--- config.mk ---
export PLATFORM = sky130hd
export DESIGN_NAME = dm_top
export DESIGN_NICKNAME = d
export VERILOG_FILES = /design/src/source/dm_pkg.sv /design/src/source/dm_top.sv /design/src/source/dm_matrix_scan.sv /design/src/source/dm_countdown.sv /design/src/source/dm_cfg_regs.sv /design/src/source/dm_tick_gen.sv
export SDC_FILE = /design/constraint.sdc
export NUM_CORES = 1
export LEC_CHECK = 0
export ABC_AREA = 1
export BUFFER_PORTS_ARGS = -buffer_cell sky130_fd_sc_hd__buf_4
export CAP_MARGIN = 25
export CORE_AREA = 2 2 55 83
export CTS_CLUSTER_DIAMETER = 40
export DETAILED_ROUTE_END_ITERATION = 8
export DIE_AREA = 0 0 57 85
export GPL_ROUTABILITY_DRIVEN = 0
export PLACE_DENSITY = 0.81
export SLEW_MARGIN = 20
export SYNTH_ARGS = -nofsm -noshare
export SYNTH_HDL_FRONTEND = slang
export SYNTH_SLANG_ARGS = --single-unit
--- constraint.sdc ---
create_clock -name clk -period 4.24 [get_ports clk]
set_input_delay 1.06 -clock clk [delete_from_list [all_inputs] [get_ports clk]]
set_output_delay 1.06 -clock clk [all_outputs]
set_load 0.02 [all_outputs]
--- src/source/dm_pkg.sv ---
package dm_pkg;

    // digit colour, yellow is red and green together
    typedef enum logic [1:0] {
        color_off    = 2'd0,
        color_red    = 2'd1,
        color_green  = 2'd2,
        color_yellow = 2'd3
    } color_e;

    // countdown state
    typedef enum logic [1:0] {
        st_idle = 2'd0,  // no start value loaded yet
        st_run  = 2'd1,
        st_hold = 2'd2
    } run_state_e;

    // register map
    typedef enum logic [1:0] {
        addr_ctrl  = 2'd0,  // bit 0 display_en, bit 1 run
        addr_start = 2'd1   // bits 2:0 start value
    } cfg_addr_e;

    typedef struct packed {
        logic       display_en;
        logic       run;
        logic [2:0] start_val;
    } cfg_t;

    localparam logic [2:0] MAX_DIGIT = 3'd6;

    // frame geometry
    localparam int         ROWS_PER_FRAME = 8;
    localparam logic [2:0] LAST_ROW       = 3'(ROWS_PER_FRAME - 1);
    localparam logic [7:0] ROW_ALL_OFF    = 8'hff;  // selects are active low
    localparam logic [7:0] COL_ALL_OFF    = 8'h00;

endpackage
--- src/source/dm_top.sv ---
`timescale 1ns/1ps

module dm_top #(
    parameter int SCAN_DIV = 4,
    parameter int SEC_DIV  = 64
) (
    input  logic              clk,
    input  logic              rst,
    input  logic              cfg_we,
    input  dm_pkg::cfg_addr_e cfg_addr,
    input  logic [7:0]        cfg_wdata,
    output logic [7:0]        row,
    output logic [7:0]        colr,
    output logic [7:0]        colg
);

    dm_pkg::cfg_t cfg;
    logic         load_pulse;
    logic         scan_tick;
    logic         sec_tick;
    logic [2:0]   digit;

    dm_tick_gen #(
        .SCAN_DIV (SCAN_DIV),
        .SEC_DIV  (SEC_DIV)
    ) tick0 (
        .clk       (clk),
        .rst       (rst),
        .scan_tick (scan_tick),
        .sec_tick  (sec_tick)
    );

    dm_cfg_regs regs0 (
        .clk        (clk),
        .rst        (rst),
        .cfg_we     (cfg_we),
        .cfg_addr   (cfg_addr),
        .cfg_wdata  (cfg_wdata),
        .cfg        (cfg),
        .load_pulse (load_pulse)
    );

    dm_countdown count0 (
        .clk        (clk),
        .rst        (rst),
        .cfg        (cfg),
        .load_pulse (load_pulse),
        .sec_tick   (sec_tick),
        .digit      (digit)
    );

    dm_matrix_scan scan0 (
        .clk        (clk),
        .rst        (rst),
        .scan_tick  (scan_tick),
        .display_en (cfg.display_en),
        .digit      (digit),
        .row        (row),
        .colr       (colr),
        .colg       (colg)
    );

endmodule

--- src/source/dm_matrix_scan.sv ---
`timescale 1ns/1ps

module dm_matrix_scan (
    input  logic       clk,
    input  logic       rst,
    input  logic       scan_tick,
    input  logic       display_en,
    input  logic [2:0] digit,
    output logic [7:0] row,
    output logic [7:0] colr,
    output logic [7:0] colg
);

    logic [2:0]     row_idx;
    logic [2:0]     frame_digit;  // one glyph per frame
    logic [7:0]     glyph_bits;
    dm_pkg::color_e glyph_color;

    // bitmap row r of digit d, row 0 is the top row and stays blank
    function automatic logic [7:0] glyph_row(input logic [2:0] d, input logic [2:0] r);
        logic [7:0] rows [8];
        case (d)
            3'd0: rows = '{8'h00, 8'h3c, 8'h42, 8'h42, 8'h42, 8'h42, 8'h42, 8'h3c};
            3'd1: rows = '{8'h00, 8'h18, 8'h18, 8'h38, 8'h18, 8'h18, 8'h18, 8'h7e};
            3'd2: rows = '{8'h00, 8'h3c, 8'h66, 8'h06, 8'h0c, 8'h30, 8'h60, 8'h7e};
            3'd3: rows = '{8'h00, 8'h3c, 8'h66, 8'h06, 8'h1c, 8'h06, 8'h66, 8'h3c};
            3'd4: rows = '{8'h00, 8'h0c, 8'h1c, 8'h2c, 8'h4c, 8'h7e, 8'h0c, 8'h0c};
            3'd5: rows = '{8'h00, 8'h7e, 8'h60, 8'h7c, 8'h06, 8'h06, 8'h66, 8'h3c};
            3'd6: rows = '{8'h00, 8'h3c, 8'h60, 8'h7c, 8'h66, 8'h66, 8'h66, 8'h3c};
            default: rows = '{default: 8'h00};  // 7 has no glyph
        endcase
        return rows[r];
    endfunction

    // red 6..4, yellow 3..2, green 1..0
    function automatic dm_pkg::color_e digit_color(input logic [2:0] d);
        if (d > dm_pkg::MAX_DIGIT)
            return dm_pkg::color_off;
        else if (d >= 3'd4)
            return dm_pkg::color_red;
        else if (d >= 3'd2)
            return dm_pkg::color_yellow;
        else
            return dm_pkg::color_green;
    endfunction

    // row index and frame latch
    always_ff @(posedge clk or posedge rst)
    begin
        if (rst)
        begin
            row_idx     <= 3'd0;
            frame_digit <= 3'd0;
        end
        else if (!display_en)
        begin
            // park on row 0 so the first enabled frame is whole
            row_idx     <= 3'd0;
            frame_digit <= digit;
        end
        else if (scan_tick)
        begin
            if (row_idx == dm_pkg::LAST_ROW)
            begin
                row_idx     <= 3'd0;
                frame_digit <= digit;  // new glyph only at frame start
            end
            else
            begin
                row_idx <= row_idx + 3'd1;
            end
        end
    end

    always_comb
    begin
        glyph_bits  = glyph_row(frame_digit, row_idx);
        glyph_color = digit_color(frame_digit);
    end

    // registered drive of the matrix pins
    always_ff @(posedge clk or posedge rst)
    begin
        if (rst)
        begin
            row  <= dm_pkg::ROW_ALL_OFF;
            colr <= dm_pkg::COL_ALL_OFF;
            colg <= dm_pkg::COL_ALL_OFF;
        end
        else if (!display_en)
        begin
            row  <= dm_pkg::ROW_ALL_OFF;
            colr <= dm_pkg::COL_ALL_OFF;
            colg <= dm_pkg::COL_ALL_OFF;
        end
        else
        begin
            row <= ~(8'h01 << row_idx);  // active low select
            if (glyph_color == dm_pkg::color_red || glyph_color == dm_pkg::color_yellow)
                colr <= glyph_bits;
            else
                colr <= dm_pkg::COL_ALL_OFF;
            if (glyph_color == dm_pkg::color_green || glyph_color == dm_pkg::color_yellow)
                colg <= glyph_bits;
            else
                colg <= dm_pkg::COL_ALL_OFF;
        end
    end

    // one row lit at a time while the display is on
    one_row_low: assert property (
        @(posedge clk) disable iff (rst) display_en |=> $onehot(~row)
    );

endmodule

--- src/source/dm_countdown.sv ---
`timescale 1ns/1ps

module dm_countdown (
    input  logic         clk,
    input  logic         rst,
    input  dm_pkg::cfg_t cfg,
    input  logic         load_pulse,
    input  logic         sec_tick,
    output logic [2:0]   digit
);

    dm_pkg::run_state_e state;

    always_ff @(posedge clk or posedge rst)
    begin
        if (rst)
        begin
            state <= dm_pkg::st_idle;
            digit <= 3'd0;
        end
        else if (load_pulse)
        begin
            digit <= cfg.start_val;
            state <= cfg.run ? dm_pkg::st_run : dm_pkg::st_hold;
        end
        else
        begin
            case (state)
                dm_pkg::st_run:
                begin
                    if (!cfg.run)
                        state <= dm_pkg::st_hold;  // freeze on the current digit
                    else if (sec_tick)
                    begin
                        if (digit == 3'd0)
                            digit <= cfg.start_val;  // wrap
                        else
                            digit <= digit - 3'd1;
                    end
                end
                dm_pkg::st_hold:
                begin
                    if (cfg.run)
                        state <= dm_pkg::st_run;
                end
                default:
                begin
                    // idle until the first load
                    state <= dm_pkg::st_idle;
                end
            endcase
        end
    end

    digit_in_range: assert property (
        @(posedge clk) disable iff (rst) digit <= dm_pkg::MAX_DIGIT
    );

    idle_shows_zero: assert property (
        @(posedge clk) disable iff (rst)
        (state == dm_pkg::st_idle) |-> (digit == 3'd0)
    );

endmodule

--- src/source/dm_cfg_regs.sv ---
`timescale 1ns/1ps

module dm_cfg_regs (
    input  logic              clk,
    input  logic              rst,
    input  logic              cfg_we,
    input  dm_pkg::cfg_addr_e cfg_addr,
    input  logic [7:0]        cfg_wdata,
    output dm_pkg::cfg_t      cfg,
    output logic              load_pulse
);

    logic [2:0] start_clamped;

    // values above the largest glyph are stored as the largest glyph
    always_comb
    begin
        if (cfg_wdata[2:0] > dm_pkg::MAX_DIGIT)
            start_clamped = dm_pkg::MAX_DIGIT;
        else
            start_clamped = cfg_wdata[2:0];
    end

    always_ff @(posedge clk or posedge rst)
    begin
        if (rst)
        begin
            cfg.display_en <= 1'b0;
            cfg.run        <= 1'b0;
            cfg.start_val  <= 3'd0;
            load_pulse     <= 1'b0;
        end
        else
        begin
            load_pulse <= 1'b0;
            if (cfg_we)
            begin
                case (cfg_addr)
                    dm_pkg::addr_ctrl:
                    begin
                        cfg.display_en <= cfg_wdata[0];
                        cfg.run        <= cfg_wdata[1];
                    end
                    dm_pkg::addr_start:
                    begin
                        cfg.start_val <= start_clamped;
                        load_pulse    <= 1'b1;  // same cycle as new start_val
                    end
                    default:
                    begin
                        // unmapped address, dropped
                    end
                endcase
            end
        end
    end

endmodule

--- src/source/dm_tick_gen.sv ---
`timescale 1ns/1ps

module dm_tick_gen #(
    parameter int SCAN_DIV = 4,
    parameter int SEC_DIV  = 64
) (
    input  logic clk,
    input  logic rst,
    output logic scan_tick,
    output logic sec_tick
);

    localparam int SCAN_W = (SCAN_DIV > 1) ? $clog2(SCAN_DIV) : 1;
    localparam int SEC_W  = (SEC_DIV > 1) ? $clog2(SEC_DIV) : 1;

    localparam logic [SCAN_W-1:0] SCAN_LAST = SCAN_W'(SCAN_DIV - 1);
    localparam logic [SEC_W-1:0]  SEC_LAST  = SEC_W'(SEC_DIV - 1);

    logic [SCAN_W-1:0] scan_cnt;
    logic [SEC_W-1:0]  sec_cnt;  // counts row steps

    always_ff @(posedge clk or posedge rst)
    begin
        if (rst)
        begin
            scan_cnt  <= '0;
            sec_cnt   <= '0;
            scan_tick <= 1'b0;
            sec_tick  <= 1'b0;
        end
        else if (scan_cnt == SCAN_LAST)
        begin
            scan_cnt  <= '0;
            scan_tick <= 1'b1;
            if (sec_cnt == SEC_LAST)
            begin
                sec_cnt  <= '0;
                sec_tick <= 1'b1;
            end
            else
            begin
                sec_cnt  <= sec_cnt + 1'b1;
                sec_tick <= 1'b0;
            end
        end
        else
        begin
            scan_cnt  <= scan_cnt + 1'b1;
            scan_tick <= 1'b0;
            sec_tick  <= 1'b0;
        end
    end

    // the second tick must line up with a row step
    sec_on_scan: assert property (@(posedge clk) disable iff (rst) sec_tick |-> scan_tick);

endmodule

==> results.md <==
- PD cells: 584 nW/µm²
- Effective utilization at floorplan: 57.6%
- Netlist Area Pre-Place: 2380 µm²
- DRT Pass-1 Iters: 4
- Total core area: 4140 µm²
- Reg2Reg Setup Slack: 2350 ps
- Worst hold path depth: 1
- Post-DR wirelength/cell: 12.0 µm
- Initial antenna violation count: 0
- Fin. Hold Viols: 0
- Crit path buf inv count: 1
- Max cap viols: 0
- Worst slew pin tran: 553 ps
- # clock sinks: 47
- Synth warn: 0
- Reg clk slew, reported paths: 80 ps
- CP peak stage delay: 520 ps
- Non-Filler Instances: 358
- Startpoint type of the worst setup path: register
- Fmax: 496 MHz
- Inserted Clock Buffers: 5
- Post-CTS Resized: 0
- WP depth: 1
- Synthesized area per cell: 8.36 µm²
- GRT Total Usage: 20.4%
- Critical Setup Path Class: register to output pin
- Die Span Y: 85 µm
- Final setup fails: 0
- Cells after DPL: 350
- Period Utilization, post-route: around 48%
- Pin count of the biggest net entering global routing: 48
- Vias in the first global route: 1865
- DR vias: roughly 1.9k
- P_sw: approximately 0.66 mW
- DRC: 0
- Slew Viols, Final: 0
- Fraction of layout cells with a size suffix above 1: 18.6%
- Hold WC Path Type: register to register
- Crit path time final: 2020 ps
- Sequential fraction of the synthesis area: between 40% and 50%
- Antenna Cells: 0
- Clock Path Buffers: 2
- Final HPWL DP: 3080 µm
- Worst EP arrival: 960 ps
- Design Area, Final: 2660 µm²
- Leak: about 1.4 nW
- Relative slew slack: approximately 63%
- Required time worst endpoint: 3180 ps
- Synth-to-layout area growth: 11.7%
- Avg Vias per Cell: 5.30
- Clock power frac: 17.7%
- Worst skew pair latency: between 300 and 400 ps
- Row Count: 29
- Crit. End Element: output pin
- Final hold slack: 433 ps
- Distinct cells, synth: 33
- Crit-path max FO: 1
- Outcome: completed
- Max Clock Skew: 7.97 ps
- Power Internal: 0.896 mW
- CP max-delay cell: dfstp_2
- Post-CTS setup buffers: 0
- Post-Route WL: ~4300 µm
- Seq cells post-synth: 47
- Die Span X: between 50 and 60 µm
- DP Area: roughly 2600 µm²
- Peak VDD IR: 0.356 mV
- Comb pwr share: about two fifths
- Fin nets: approximately 330
- I/O pins: 37
- CTS tree: done
- Initial DRC count: 46
- Setup TNS: 0 ps
- Switching share of total power: 42.4%
- CTS root buf: clkbuf_8
- Total global routing overflow: 0
- CP Cell Sequence: buf_4
- Synth Instances: approximately 290
- Top cell family by delay on the critical path: flip-flops
- IO Port Bufs: 27
- First-pass GRT wire length: 7810 µm
- Worst reg2reg path depth: 6
- Cts hold-fix bufs: 0
- Post-DRT Antenna Nets: 0
- H-Tree Depth: 2
- Flop pwr share: 40.3%
- Die area: 4850 µm²
- RSZ-0062 raised after global routing: no
## power groups by stage
stage	Combinational [mW]	Sequential, mW	Clock, mW
after floorplan	0.510	0.628	0
after global placement	0.630	0.629	0
after detailed placement	0.645	0.632	0
after CTS	0.651	0.625	0.282
after global routing	0.762	0.641	0.294
final	0.652	0.626	0.275
## flip-flops by register name, indices dropped and copies added, names as in the netlist
register	count
scan0.colr	6
tick0.scan_tick	1
scan0.colg	6
regs0.load_pulse	1
count0.digit	3
tick0.sec_cnt	6
scan0.frame_digit	3
tick0.scan_cnt	2
regs0.cfg	5
scan0.row_idx	3
tick0.sec_tick	1
count0.state	2
scan0.row	8
## logic make-up (layout without fill, tap and decap cells)
logic type	after synthesis	count (layout)	share of synthesized area (%)
AND/OR/NAND/NOR	145	145	26.1
adder cells (fa/ha/maj)	10	10	5.25
flip-flops	47	47	49.8
multiplexers	1	1	0.473
XOR/XNOR	3	3	1.10
other	1	4	0.157
AO/OA/AOI/OAI	37	37	8.72
buffers and inverters	41	65	8.46
## per-stage QoR
stage | utilization, % | power [mW] | setup WS (ps)
2_1_floorplan | - | 1.14 | 2080
3_3_place_gp | 62.1 | 1.26 | 2460
3_5_place_dp | 62.1 | 1.28 | 2410
4_1_cts | 64.3 | 1.56 | 2220
5_1_grt | 64.3 | 1.70 | 2190
6_report | 64.3 | 1.55 | 2220
## cell type report
class / count / area (µm²)
fillers: 357 / 1480
flip-flops and latches: 47 / 1190
multi-input cells: 200 / 1010
repair buffers: 28 / 210
inverters: 29 / 109
clock buffers: 7 / 86.3
well taps: 46 / 57.6
clock inverters: 1 / 5.00
## metal layers
layer	wire length, µm	track usage, %
met1	1680	22.7
met4	121	11.8
met2	2310	35.4
met3	170	4.12
met5	0	0
## cell usage in the layout (no fill, tap or decap), types with 3 or more instances in the layout
cell | synthesis | layout
a21oi_1 | 9 | 9
buf_4 | 4 | 28
clkbuf_8 | 2 | 6
conb_1 | 1 | 4
dfrtp_1 | 39 | 39
dfstp_2 | 8 | 8
ha_1 | 10 | 10
inv_1 | 26 | 25
nand2_1 | 70 | 70
nand2_2 | 6 | 6
nand3_1 | 27 | 27
nor2_1 | 33 | 33
nor3_1 | 3 | 3
o21ai_0 | 18 | 18
o21ai_1 | 3 | 3
## Yosys cell counts
cell type	number	area share, %
nand2_2	6	1.6
a31oi_1	2	0.53
nor3b_1	1	0.32
nand3_1	27	5.7
o21ai_1	3	0.63
buf_2	3	0.63
nand3_2	2	0.84
buf_4	4	1.3
conb_1	1	0.16
o211ai_2	1	0.53
clkbuf_1	1	0.16
buf_6	1	0.47
nor2_2	1	0.26
xnor2_1	2	0.74
nand4_1	2	0.53
nand2_1	70	11
a31o_2	1	0.37
ha_1	10	5.3
inv_2	2	0.32
clkbuf_8	2	1.2
mux2_2	1	0.47
o21ai_0	18	3.8
clkinv_1	1	0.16
nor2_1	33	5.2
xor2_1	1	0.37
a21oi_2	1	0.37
a21oi_1	9	1.9
dfrtp_1	39	41
inv_1	26	4.1
nor3_1	3	0.63
clkbuf_2	1	0.21
dfstp_2	8	8.8
o211ai_1	2	0.63
## final timing paths
| check | startpoint | end |
|---|---|---|
| hold reg to reg | tick0.scan_cnt[0] | tick0.scan_cnt[0] |
| min in group asynchronous | rst | count0.state[1] |
| hold / removal | tick0.scan_cnt[0] | tick0.scan_cnt[0] |
| max in group asynchronous | rst | scan0.row[2] |
| setup reg to reg | scan0.row_idx[0] | scan0.colg[2] |
| setup / recovery | scan0.row[0] | row[0] |
No activity file was read; power rests on OpenSTA's default activity.
